<file path="src/verilog/maze.hex">
// one line per maze row, row 0 first, 32 wall nibbles with column 31 leftmost
// nibble bits from msb are up right down left
C889C889C889C889C889C889C809C889
60222022202220222022202220222023
C089C089C089C089C089C089C089C089
40014001400140014001400140014001
40000000000000000000000000000001
60236023602360236023602360236023
C089C089C089C089C089C089C089C089
00000000000000000000000000000001
40014001400140014001400140014001
60236023602360236023602360236023
C0888088808880888088808880888089
40014001400140014001400140014001
40014001400140014001400140014001
60222022202220222022202220222023
C089C089C089C089C089C089C089C089
40014001400140014001400140014001
40000000000000000000000000000001
60236023602360236023602360236023
C089C089C089C089C089C089C089C089
40000000000000000000000000000000
40014001400140014001400140014001
60236023602360236023602360236023
C0888088808880888088808880888089
62236223622362236223602362236223

</file>
<file path="src/verilog/key_pkg.sv">
`default_nettype none

package key_pkg;

    ////////////////////
    // keyboard state widths

    localparam int KEY_CODE_W = 9;      // scan code incl. extended bit
    localparam int KEY_VEC_W  = 512;    // one bit per scan code
    localparam int DIR_W      = 2;

    ////////////////////
    // movement keys

    typedef enum logic [KEY_CODE_W-1:0] {
        KEY_UP    = 9'h1D,
        KEY_RIGHT = 9'h23,
        KEY_DOWN  = 9'h1B,
        KEY_LEFT  = 9'h1C
    } scan_code_e;

    // order follows the wall nibble, top bit first
    typedef enum logic [DIR_W-1:0] {
        DIR_UP    = 2'd0,
        DIR_RIGHT = 2'd1,
        DIR_DOWN  = 2'd2,
        DIR_LEFT  = 2'd3
    } dir_e;

endpackage

`default_nettype wire

</file>
<file path="src/verilog/maze_pkg.sv">
`default_nettype none

package maze_pkg;

    ////////////////////
    // grid size

    localparam int MAZE_COLS = 32;
    localparam int MAZE_ROWS = 24;
    localparam int COORD_W   = 5;    // enough for 0..31

    ////////////////////
    // cell walls

    localparam int WALL_W = 4;       // one nibble per cell

    // bit positions inside a wall nibble
    localparam int WALL_UP    = 3;
    localparam int WALL_RIGHT = 2;
    localparam int WALL_DOWN  = 1;
    localparam int WALL_LEFT  = 0;

    // one full maze row, column 31 in the top nibble
    localparam int MAP_ROW_W = MAZE_COLS * WALL_W;

    typedef logic [COORD_W-1:0] coord_t;
    typedef logic [WALL_W-1:0]  walls_t;

    ////////////////////
    // map data

    localparam string MAZE_FILE = "/design/src/verilog/maze.hex";   // relative to project root

endpackage

`default_nettype wire
</file>
<file path="src/verilog/maze_game.sv">
`timescale 1ns/100ps
`default_nettype none

module maze_game
    import maze_pkg::*;
    import key_pkg::*;
(
    input  logic                  clk,
    input  logic                  rst,
    input  logic                  key_valid,
    input  logic [KEY_CODE_W-1:0] last_change,
    input  logic [KEY_VEC_W-1:0]  key_down,
    output walls_t                locate,
    output coord_t                row,
    output coord_t                column,
    output logic                  move
);

    dir_e dir;      // decoder to mover

    ////////////////////
    // keyboard decode

    key_decoder u_key_decoder (
        .key_valid   (key_valid),
        .last_change (last_change),
        .key_down    (key_down),
        .move        (move),
        .dir         (dir)
    );

    ////////////////////
    // wall map

    // walls of the current cell, also fed back to the mover
    maze_rom u_maze_rom (
        .row    (row),
        .column (column),
        .walls  (locate)
    );

    ////////////////////
    // player position

    player_mover u_player_mover (
        .clk    (clk),
        .rst    (rst),
        .move   (move),
        .dir    (dir),
        .walls  (locate),
        .row    (row),
        .column (column)
    );

endmodule

`default_nettype wire

</file>
<file path="src/verilog/player_mover.sv">
`timescale 1ns/100ps
`default_nettype none

module player_mover
    import maze_pkg::*;
    import key_pkg::*;
(
    input  logic   clk,
    input  logic   rst,
    input  logic   move,
    input  dir_e   dir,
    input  walls_t walls,
    output coord_t row,
    output coord_t column
);

    coord_t nb_row;         // neighbor cell in direction dir
    coord_t nb_column;
    logic   wall_hit;       // wall on that side of the current cell
    logic   in_grid;        // neighbor stays on the board
    logic   step_ok;
    coord_t next_row;
    coord_t next_column;

    ////////////////////
    // neighbor and checks

    always_comb
    begin
        nb_row    = row;
        nb_column = column;
        wall_hit  = 1'b1;
        in_grid   = 1'b0;
        case (dir)
            DIR_UP:
            begin
                nb_row   = row - 1'b1;
                wall_hit = walls[WALL_UP];
                in_grid  = (row != '0);                             // top edge
            end
            DIR_RIGHT:
            begin
                nb_column = column + 1'b1;
                wall_hit  = walls[WALL_RIGHT];
                in_grid   = (column < COORD_W'(MAZE_COLS - 1));     // right edge
            end
            DIR_DOWN:
            begin
                nb_row   = row + 1'b1;
                wall_hit = walls[WALL_DOWN];
                in_grid  = (row < COORD_W'(MAZE_ROWS - 1));         // bottom edge
            end
            DIR_LEFT:
            begin
                nb_column = column - 1'b1;
                wall_hit  = walls[WALL_LEFT];
                in_grid   = (column != '0);                         // left edge
            end
        endcase
    end

    // a step off the board is treated like a wall
    assign step_ok = move & ~wall_hit & in_grid;

    assign next_row    = step_ok ? nb_row    : row;
    assign next_column = step_ok ? nb_column : column;

    ////////////////////
    // position registers

    always_ff @(posedge clk or posedge rst)
    begin
        if (rst)
        begin
            row    <= '0;   // start in the top left cell
            column <= '0;
        end
        else
        begin
            row    <= next_row;
            column <= next_column;
        end
    end

endmodule

`default_nettype wire

</file>
<file path="src/verilog/maze_rom.sv">
`timescale 1ns/100ps
`default_nettype none

module maze_rom
    import maze_pkg::*;
(
    input  coord_t row,
    input  coord_t column,
    output walls_t walls
);

    logic [MAP_ROW_W-1:0] map_mem [MAZE_ROWS];

    logic                 row_ok;       // row inside the map
    logic [MAP_ROW_W-1:0] map_row;      // selected maze row

    ////////////////////
    // map load

    // one 128-bit word per maze row from row 0
    initial
    begin
        $readmemh(MAZE_FILE, map_mem);
    end

    ////////////////////
    // cell lookup

    assign row_ok = (row < COORD_W'(MAZE_ROWS));

    // rows past the bottom read as solid rock
    always_comb
    begin
        map_row = '1;
        if (row_ok)
        begin
            map_row = map_mem[row];
        end
    end

    // column 0 sits in the low nibble
    assign walls = map_row[column * WALL_W +: WALL_W];

endmodule

`default_nettype wire

</file>
<file path="src/verilog/key_decoder.sv">
`timescale 1ns/100ps
`default_nettype none

module key_decoder
    import key_pkg::*;
(
    input  logic                  key_valid,
    input  logic [KEY_CODE_W-1:0] last_change,
    input  logic [KEY_VEC_W-1:0]  key_down,
    output logic                  move,
    output dir_e                  dir
);

    logic is_arrow;     // last_change is a movement key
    logic key_held;     // that key is still down
    dir_e code_dir;     // direction before masking

    ////////////////////
    // scan code lookup

    always_comb
    begin
        is_arrow = 1'b1;
        code_dir = DIR_UP;
        case (last_change)
            KEY_UP:
            begin
                code_dir = DIR_UP;
            end
            KEY_RIGHT:
            begin
                code_dir = DIR_RIGHT;
            end
            KEY_DOWN:
            begin
                code_dir = DIR_DOWN;
            end
            KEY_LEFT:
            begin
                code_dir = DIR_LEFT;
            end
            default:
            begin
                is_arrow = 1'b0;    // any other key is ignored
            end
        endcase
    end

    ////////////////////
    // move strobe

    assign key_held = key_down[last_change];
    assign move     = key_valid & key_held & is_arrow;

    // idle direction is up
    assign dir = move ? code_dir : DIR_UP;

endmodule

`default_nettype wire

</file>
<file path="config.mk">
export PLATFORM = sky130hd
export DESIGN_NAME = maze_game
export DESIGN_NICKNAME = d
export VERILOG_FILES = /design/src/verilog/key_pkg.sv /design/src/verilog/maze_pkg.sv /design/src/verilog/maze_game.sv /design/src/verilog/player_mover.sv /design/src/verilog/maze_rom.sv /design/src/verilog/key_decoder.sv
export SDC_FILE = /design/constraint.sdc
export NUM_CORES = 1
export LEC_CHECK = 0
export BUFFER_PORTS_ARGS = -buffer_cell sky130_fd_sc_hd__buf_2
export CAP_MARGIN = 20
export CORE_AREA = 3 3 209 211
export DETAILED_ROUTE_END_ITERATION = 12
export DIE_AREA = 0 0 212 214
export PLACE_DENSITY = 0.32
export SLEW_MARGIN = 0
export SYNTH_ARGS = -nofsm -noshare
export SYNTH_HDL_FRONTEND = slang
export SYNTH_SLANG_ARGS = --single-unit
</file>
<file path="constraint.sdc">
create_clock -name clk -period 1 [get_ports clk]
set_input_delay 0.1 -clock clk [delete_from_list [all_inputs] [get_ports clk]]
set_output_delay 0.1 -clock clk [all_outputs]
set_load 0.05 [all_outputs]
</file>
Word-level counts from Yosys, hierarchy flattened

Index checks and enable logic that the tools add are counted.

Output and inout port bits: 15
Bits of input ports: 524
Register bits after elaboration: 10
Logic and storage cells: 41

Reduce and logical (&&, ||, !) cells: 8
$lt $le $gt $ge: 4
Equality and inequality tests: 7
Shift-type cells: 1
Bitwise operators: 5
Multiplexer cells: 10
Add/subtract/negate cells: 4

Operators by type and width:

| cell                  | number |
|---|---|
| $mux W128             | 1 |
| $shiftx A128 B8 Y4    | 1 |
| $eq A9 B5 Y1 const B  | 3 |
| $pmux W5 S2           | 2 |
| $lt A5 B5 Y1 const B  | 3 |
| $add A5 B1 Y5 const B | 2 |
| $lt A9 B10 Y1 const B | 1 |
| $reduce_bool A5 Y1    | 2 |
| $sub A5 B1 Y5 const B | 2 |
| $bmux W1 S9           | 1 |
| $eq A9 B6 Y1 const B  | 1 |
| $pmux W1 S4           | 2 |
| $pmux W2 S3           | 1 |
| $and A1 B1 Y1         | 4 |
| $eq A2 B2 Y1 const B  | 2 |
| $reduce_and A2 Y1     | 2 |
| $reduce_bool A2 Y1    | 2 |
| $reduce_or A4 Y1      | 1 |
| $eq A2 B1 Y1 const B  | 1 |
| $logic_not A2 Y1      | 1 |
| $mux W1               | 2 |
| $mux W2               | 1 |
| $not A1 Y1            | 1 |

Longest topological paths before layout

Gate-level depths: netlist of run 1.

Depth after elaboration: 11
Mapped depth: 5

Hierarchy

A second synthesis of run 1 with hierarchy kept.

Cell total of the unflattened synthesis: 291
Area total of the unflattened synthesis: 3,153.0 µm²

Modules (own cells, without submodules):

| module       | instances | area an instance (µm²) | sequential area each (µm²) | cells an instance |
|---|---|---|---|---|
| key_decoder  | 1         | 2,349.8                | 0.0                        | 214 |
| player_mover | 1         | 769.5                  | 250.2                      | 72 |
| maze_rom     | 1         | 33.8                   | 0.0                        | 5 |

Worst setup path after synthesis of run 1

Ideal clock, no wire load.

Kind: input to output
Start: input last_change[2]
End: output move
Path slack: -586 ps
Arrival time: 1,486 ps
Stages on the path: 5
Path through: buf_4 mux2i_1 a311oi_1 o211ai_1 a21oi_1

Longest elaborated chain between the ends: 4
Elaborated cells on any way between the ends: 10
Classes of those cells: eq/ne (4); mux (3); bitwise (2); reduce/logical (1)

Ends and longest elaborated chain:

| element                                                           | RTL line                             | source |
|---|---|---|
| start, declared                                                   | maze_game.sv:11                      | `input logic [KEY_CODE_W-1:0] last_change,` |
| $bmux W1 S9, or another cell as far along                         | key_decoder.sv:52                    | `assign key_held = key_down[last_change];` |
| $mux W1 (implied by the code) or $reduce_or A4 Y1 (tied branches) | n/a                                  |  |
| $and A1 B1 Y1 or $mux W1 (tied branches)                          | key_decoder.sv:53, key_decoder.sv:25 |  |
| $and A1 B1 Y1 (*)                                                 | key_decoder.sv:53                    | `assign move = key_valid & key_held & is_arrow;` |
| end, declared                                                     | maze_game.sv:16                      | `output logic move` |

Mark *: on every way between the ends. The rest lies on a longest branch, timed or not. The select of a mux whose other input is x is not followed.

Worst setup path after layout of run 1

Start: input key_down[30]
End: output move

Longest elaborated chain between the ends: 4

Ends and longest elaborated chain:

| element                       | RTL line          | source |
|---|---|---|
| start, declared               | maze_game.sv:12   | `input logic [KEY_VEC_W-1:0] key_down,` |
| $bmux W1 S9                   | key_decoder.sv:52 |  |
| $mux W1 (implied by the code) | key_decoder.sv:52 |  |
| $and A1 B1 Y1 (2 in series)   | key_decoder.sv:53 |  |

Every way passes these cells. The select of a mux whose other input is x is not followed.

==> flow_metrics.tcl, run 1 <==
set metrics [dict create \
    final_area_sq_um 1016 \
    synth_area_sq_um 244.0 \
    placementRows 75 \
    n_clock_buffer 0 \
    critical_path.top_delay_family "multiplexers" \
    finalSetupViolCount 1 \
    overflow 0 \
    maxSlewViolCount 0 \
    drt_iter0_drc 5 \
    die_h_um 214 \
    ys_types 13 \
    failed_checks "negative setup slack" \
    cp_num_cells 5 \
    holdCritPathClass "input pin to primary output" \
    holdPathEnd "move" \
    drive_above_1_share_pct 50.91 \
    drtAntennaViolNets 0 \
    synthXorXnorAreaFrac_pct 0 \
    cp-end-kind "primary output" \
    final_nets 581 \
    firstDrtPassIters 4 \
    synth.top_cell.area_share_pct 46.15 \
    die-area_sq_um 45370 \
    place.gp.congestion 0.5775 \
    syn_avg_cell_area_sq_um 7.393 \
    via_count 287 \
    synth_area_leaders "buf_4 (46%), mux4_2 (9.2%), mux2i_1 (8.2%)" \
    synth-compound-area-share_pct 14.36 \
    cp.buffers_inverters 2 \
    synth_fa_ha_area_share_pct 0 \
    powerDensity_nw_per_um2 215.0 \
    critPathArrivalTime_ps 1210 \
    port_buffers 21 \
    fin_ws_ps -314.1 \
    ff_latch_area_sq_um 0 \
    cpMaxStageDelayCell "mux4_2" \
    holdBufCountCts 0 \
    hold_violations 0 \
    grt_pass1_vias 246 \
    status "finished, violations left" \
    ioPinCount 539 \
    nFlopsAndLatches 0 \
    fin_util_pct 2.422 \
    antenna_found_initial 6 \
    synthSimpleGateAreaFrac_pct 14.36 \
    layout_common_cells "buf_2 (19), conb_1 (14), nand2_1 (4), buf_4 (4)" \
    die_w_um 212 \
    syn2layout_area_growth_pct 316.4 \
    grtUsageTotal_pct 0.6314 \
    synth_mux_area_share_pct 22.05 \
    coreArea_sq_um 41950 \
    n_fill_cell 4955 \
    final_common_cell "buf_2" \
    grt_first_pass_wirelength_um 1945 \
    critPathMaxStageDelay_ps 490 \
    period_minus_slack_ps 1314 \
    worstPathCellList "buf_2 -> mux4_2 -> o211ai_1 -> a21oi_4 -> buf_6" \
    wl_per_cell_um 2.669 \
    drv_cap 0 \
    synth_top_cell_by_area "buf_4" \
    whs_path_depth 5 \
    irDropWorstVdd_mv 0.07817 \
    yosys_warnings 0 \
    placed_cell_area_sq_um 997.2 \
    via_per_inst 0.4824 \
    cp.required_ps 900 \
    critPathKind "input pin to primary output" \
    leakage_nw 0.1898 \
    crit_fanout 2 \
    ys_seq_area_share_pct 0 \
    tns_ps -314.1 \
    synth_top_family_by_area "buffers and inverters" \
    start_util_pct 0.5817 \
    postCtsSetupBuffers 0 \
    whs_ps 594.4 \
    routed_wl_um 1588 \
    rsz0062_at_grt "yes" \
    synth_cells 33 \
    drc 0 \
    pre_cts_slack_ps -467.9 \
    hold_start "last_change[8]" \
    min_period_over_period_pct 131.4 \
    start_kind "input pin" \
    grt_max_degree 6 \
    fmax_ghz 0.7610 \
]
==> metrics by stage <==
| step | total power [mW] | instances |
|---|---|---|
| CTS | 0.2230 | 594 |
| detailed placement | 0.2185 | 594 |
| global route | 0.2339 | 595 |
| finish | 0.2185 | 595 |
| global placement | 0.2168 | 594 |
| floorplan | 0.1955 | 45 |
==> synth_stat cells, drive strengths merged <==
| cell | instances |
|---|---|
| nor4b | 1 |
| o211ai | 2 |
| nand3b | 1 |
| conb | 2 |
| nand2 | 4 |
| mux4 | 1 |
| nor2 | 1 |
| mux2i | 2 |
| a21oi | 1 |
| a311oi | 1 |
| buf | 15 |
| mux2 | 1 |
| o22ai | 1 |
==> layout make-up <==
class                      instances  area (sq um)  area share [%]
tap                              539         674.4           66.38
antenna                            1         2.502          0.2463
timing repair buffer              25         151.4           14.90
multi-input combinational         30         187.7           18.47
==> repair_timing <==
item / 4_1_cts / 5_1_grt
pin swaps: 2 / 1
gates resized for setup: 4 / 0
setup endpoints to repair: 1 / 1
==> worst max-delay path by stage <==
stage / start / to
2_1_floorplan: last_change[2] / move
3_3_place_gp: last_change[1] / move
3_5_place_dp: last_change[1] / move
4_1_cts: last_change[1] / move
5_1_grt: last_change[1] / move
6_report: key_down[30] / move
==> routing by layer <==
layer  track usage [%]  vias up  routed length [um]
met5                 0        -                  27
met4                 0        4                   4
met3            0.6737        4                 364
met2            0.9603       24                 665
met1            0.6383      122                 526
li1                  -      133                   -
==> where the power goes <==
| part | switching [mW] | internal, mW |
|---|---|---|
| registers | 0 | 0 |
| logic | 0.157 | 0.0618 |
| clock network | 0 | 0.000000134 |
==> tightest hold or removal path, stage by stage <==
cell and delay [ps]:
buf_2 70, nor4b_1 40, nand2_1 100, a21oi_4 40, buf_6 140
==> cell families (layout without fill, tap and decap cells) <==
group	Yosys count	count (layout)
AOI/OAI and AO/OA	5	5
other	2	15
buffers and inverters	15	25
and+or+nand+nor	7	7
muxes	4	4
No activity file was read; power rests on OpenSTA's default activity.
==> run 2, diff against run 1 <==
--- a/config.mk
+++ b/config.mk
@@ -5,12 +5,13 @@
 export SDC_FILE = /design/constraint.sdc
 export NUM_CORES = 1
 export LEC_CHECK = 0
+export ABC_AREA = 1
 export BUFFER_PORTS_ARGS = -buffer_cell sky130_fd_sc_hd__buf_2
 export CAP_MARGIN = 20
-export CORE_AREA = 3 3 209 211
+export CORE_AREA = 3 3 210 212
 export DETAILED_ROUTE_END_ITERATION = 12
-export DIE_AREA = 0 0 212 214
-export PLACE_DENSITY = 0.32
+export DIE_AREA = 0 0 213 215
+export PLACE_DENSITY = 0.39
 export SLEW_MARGIN = 0
 export SYNTH_ARGS = -nofsm -noshare
 export SYNTH_HDL_FRONTEND = slang
==> flow_metrics.tcl, run 2 <==
set metrics [dict create \
    final_common_cell "nand2_1" \
    drive_above_1_share_pct 34.16 \
    ioPinCount 539 \
    hold_violations 0 \
    syn_avg_cell_area_sq_um 4.324 \
    maxSlewViolCount 0 \
    total_power_mw 2.237 \
    irDropWorstVdd_mv 0.1279 \
    n_fill_cell 5046 \
    start_kind "input pin" \
    hold_start "last_change[8]" \
    synthXorXnorAreaFrac_pct 0 \
    synth_cells 702 \
    critPathArrivalTime_ps 1920 \
    die_h_um 215 \
    synth_most_common_cell "nand2_1" \
    start_util_pct 7.204 \
    layout_common_cells "nand2_1 (347), buf_2 (264), nor2_1 (74), nand3_1 (71), inv_1 (58)" \
    wl_per_cell_um 14.95 \
    synth_area_sq_um 3035 \
    fin_cells 1512 \
    synth-compound-area-share_pct 11.50 \
    fin_ws_ps -1020 \
    ys_seq_area_share_pct 0 \
    synth_area_leaders "nand2_1 (43%), nand3_1 (12%), nor2_1 (10%)" \
    drc 0 \
    drt_iter0_drc 204 \
    final_area_sq_um 5399 \
    critPathKind "input pin to primary output" \
    grt_first_pass_wirelength_um 31310 \
    leakage_nw 3.038 \
    cp.required_ps 900 \
    drv_cap 0 \
    yosys_warnings 0 \
    crit_start "last_change[1]" \
    min_period_over_period_pct 202.0 \
    postCtsSetupBuffers 0 \
    synth.top_cell.area_share_pct 42.91 \
    grtUsageTotal_pct 9.126 \
    nFlopsAndLatches 0 \
    dp_hpwl_um 19690 \
    overflow 0 \
    ff_latch_area_sq_um 0 \
    coreArea_sq_um 42130 \
    antenna_found_initial 7 \
    finalSetupViolCount 1 \
    drtAntennaViolNets 0 \
    grt_max_degree 31 \
    failed_checks "negative setup slack" \
    holdCritPathClass "input pin to primary output" \
    status "finished, violations left" \
    synth_mux_area_share_pct 0 \
    routed_wl_um 22610 \
    grt_pass1_vias 5186 \
    crit_fanout 23 \
    cp-end-kind "primary output" \
    placed_cell_area_sq_um 5320 \
    n_clock_buffer 0 \
    synth_fa_ha_area_share_pct 0 \
    period_minus_slack_ps 2020 \
    synthSimpleGateAreaFrac_pct 67.35 \
    tns_ps -1020 \
    synthTopCellsByCount "nand2_1 (347), nor2_1 (82), nand3_1 (71), inv_1 (58), a21oi_1 (29)" \
    die-area_sq_um 45800 \
    synth_top_cell_by_area "nand2_1" \
    placementRows 75 \
    dp_cells 1511 \
    port_buffers 267 \
    synth_top_family_by_area "simple AND/OR/NAND/NOR gates" \
    final_nets 1498 \
    powerDensity_nw_per_um2 414.4 \
    rsz0062_at_grt "yes" \
    die_w_um 213 \
    holdBufCountCts 0 \
    fmax_ghz 0.4950 \
    ys_types 21 \
    syn2layout_area_growth_pct 77.86 \
    via_count 5187 \
    place.gp.congestion 0.7769 \
    firstDrtPassIters 4 \
    crit_end "move" \
    via_per_inst 3.431 \
]
## run 2: worst max-delay path, stage by stage
cell     delay, ps
buf_4          140
inv_2          100
buf_12         190
buf_4          170
nand2_1         60
a21oi_1        360
nor2_1          90
nand2_1         80
nand3_1         60
nand2_1         70
nor2_2          50
nor2_1         130
nor2_2          70
nor2_4         100
buf_12         150
## run 2: cell families (layout without fill, tap and decap cells)
logic type / Yosys count / count (layout)
and+or+nand+nor: 512 / 512
buffers and inverters: 121 / 379
other: 2 / 15
AOI/OAI and AO/OA: 67 / 67
## run 2: worst min path at each step
stage | endpoint | cells past startpoint | slack [ps]
6_report | move | 6 | 740
5_1_grt | move | 6 | 780
4_1_cts | move | 6 | 740
3_5_place_dp | move | 6 | 740
3_3_place_gp | move | 6 | 750
2_1_floorplan | move | 3 | 480
## run 2: repair_timing
item | CTS | global route
resized for setup | 15 | 8
pin swaps | 3 | 1
setup endpoints to repair | 1 | 1
## run 2: per-stage QoR
step           hold slack, ps  worst slack, ps  utilization (%)
5_1_grt                 784.4            -1145            12.81
3_3_place_gp            749.9            -1250            12.63
3_5_place_dp            738.3            -1208            12.63
6_report                737.0            -1020            12.81
4_1_cts                 741.1            -1019            12.74
2_1_floorplan           483.1           -558.7                -
## run 2: per-layer routing
metal | up-vias | GRT usage [%] | share of wire, %
li1 | 2678 | - | -
met1 | 2262 | 11.21 | 43
met2 | 213 | 16.97 | 49
met3 | 22 | 1.779 | 7.2
met4 | 12 | 0.7097 | 0.99
met5 | - | 0 | 0.35
## run 2: cell type report
type | instances | area (sq um) | area share, %
inverters | 60 | 230.2 | 4.264
multi-input cells | 593 | 2494 | 46.19
repair buffers | 319 | 1998 | 37.01
diodes | 1 | 2.502 | 0.04635
well taps | 539 | 674.4 | 12.49
## run 2: where the power goes
part	internal [mW]	switching (mW)
sequential	0	0
clock	0.000000134	0
combinational	0.963	1.27
==> run 3, diff against run 2 <==
--- a/config.mk
+++ b/config.mk
@@ -11,7 +11,7 @@
 export CORE_AREA = 3 3 210 212
 export DETAILED_ROUTE_END_ITERATION = 12
 export DIE_AREA = 0 0 213 215
-export PLACE_DENSITY = 0.39
+export PLACE_DENSITY = 0.32
 export SLEW_MARGIN = 0
 export SYNTH_ARGS = -nofsm -noshare
 export SYNTH_HDL_FRONTEND = slang
==> flow_metrics.tcl, run 3 (synthesized netlist as in run 2, its figures left out) <==
set metrics [dict create \
    drc 0 \
    p_switching_mw 1.392 \
    cp.required_ps 900 \
    min_period_over_period_pct 200.9 \
    overflow 0 \
    nFlopsAndLatches 0 \
    drt_iter0_drc 323 \
    hold_violations 0 \
    via_per_inst 3.499 \
    layout_common_cells "nand2_1 (343), buf_2 (264), nor2_1 (70), nand3_1 (60), buf_4 (59)" \
    antenna_found_initial 9 \
    failed_checks "negative setup slack" \
    placementRows 75 \
    ioPinCount 539 \
    critPathArrivalTime_ps 1910 \
    irDropWorstVdd_mv 0.1444 \
    start_util_pct 7.204 \
    combPwrFrac_pct 100.0 \
    seqPwrFrac_pct 0 \
    p_int_mw 1.100 \
    holdCritPathClass "input pin to primary output" \
    fmax_ghz 0.4976 \
    powerDensity_nw_per_um2 428.0 \
    drtAntennaViolNets 0 \
    met3_usage_pct 2.056 \
    dp_cells 1526 \
    coreArea_sq_um 42130 \
    cp.buffers_inverters 5 \
    drive_above_1_share_pct 38.45 \
    die-area_sq_um 45800 \
    status "finished, violations left" \
    fin_util_pct 13.82 \
    whs_ps 741.3 \
    crit_fanout 6 \
    period_minus_slack_ps 2009 \
    dp_hpwl_um 21070 \
    place.gp.congestion 0.8406 \
    grt_pass1_vias 5553 \
    n_clock_buffer 0 \
    n_fill_cell 5034 \
    ff_latch_area_sq_um 0 \
    grt_first_pass_wirelength_um 33940 \
    start_kind "input pin" \
    cp-end-kind "primary output" \
    rsz0062_at_grt "yes" \
    grt.met2_usage_pct 16.56 \
    final_common_cell "nand2_1" \
    fin_cells 1544 \
    grtUsageTotal_pct 9.824 \
    wl_per_cell_um 16.27 \
    firstDrtPassIters 5 \
    routed_wl_um 25120 \
    clockPowerShare_pct 0 \
    worstPathCellList "buf_16 -> buf_8 -> buf_12 -> buf_12 -> o21ai_2 -> o211ai_1 -> nand3_1 -> nand2_1 -> nand3_2 -> nand3_2 -> nand2_2 -> nor2_4 -> nor2_4 -> nor2_4 -> buf_12" \
    maxSlewViolCount 0 \
    top_usage_layer "met2" \
    port_buffers 267 \
    fin_ws_ps -1009 \
    cpMaxStageDelayCell "o211ai_1" \
    final_nets 1530 \
    grt_max_degree 53 \
    critPathMaxStageDelay_ps 330 \
    critical_path.top_delay_family "simple AND/OR/NAND/NOR gates" \
    via_count 5402 \
    finalSetupViolCount 1 \
    syn2layout_area_growth_pct 91.84 \
    critPathKind "input pin to primary output" \
    leakage_nw 3.251 \
    die_w_um 213 \
    drv_cap 0 \
    switching_share_pct 55.86 \
    die_h_um 215 \
    met1_usage_pct 13.38 \
]
-- run 3: cell count changes in the layout (fill, tap and decap cells not counted), sizes merged --
cell	previous run	this run
clkbuf	0	4
buf	319	347
-- run 3: power groups by stage --
stage	registers, mW	logic (mW)	clock network, mW
6_report	0	2.49	0.000000134
5_1_grt	0	2.78	0.000000134
4_1_cts	0	2.36	0
3_5_place_dp	0	2.31	0
3_3_place_gp	0	2.34	0
2_1_floorplan	0	1.10	0
-- run 3: final timing paths --
path                        from    to  slack (ps)  cells past startpoint
setup / recovery  last_change[0]  move       -1010                     15
hold / removal         key_valid  move         740                      6
-- run 3: stage by stage --
stage          cell area, sq um  TNS (ps)  power, mW  setup WS [ps]
2_1_floorplan              3088    -558.7      1.103         -558.7
3_3_place_gp               5400     -1267      2.336          -1267
3_5_place_dp               5400     -1245      2.309          -1245
4_1_cts                    5477     -1012      2.355          -1012
5_1_grt                    5823     -1130      2.780          -1130
6_report                   5823     -1009      2.492          -1009
-- run 3: cell type report --
type                            instances  area [sq um]  area share, %
Timing Repair Buffer                  351          2311          39.69
Tap cell                              539         674.4          11.58
Multi-Input combinational cell        593          2597          44.61
Inverter                               60         237.7          4.083
Antenna cell                            1         2.502        0.04297
-- run 3: layer usage --
metal  up-vias  share of wire (%)
li1       2743                  -
met1      2391                 46
met2       224                 45
met3        28                7.5
met4        16                1.2
met5         -               0.43
-- run 3: timing repair --
item | in CTS | in global routing
endpoints found under the setup margin | 1 | 1
setup buffers | 5 | 8
hold buffers | 0 | 0
resized for setup | 13 | 46
hold endpoints to repair | 0 | 0
cloned | 0 | 4
pin swaps | 2 | 23
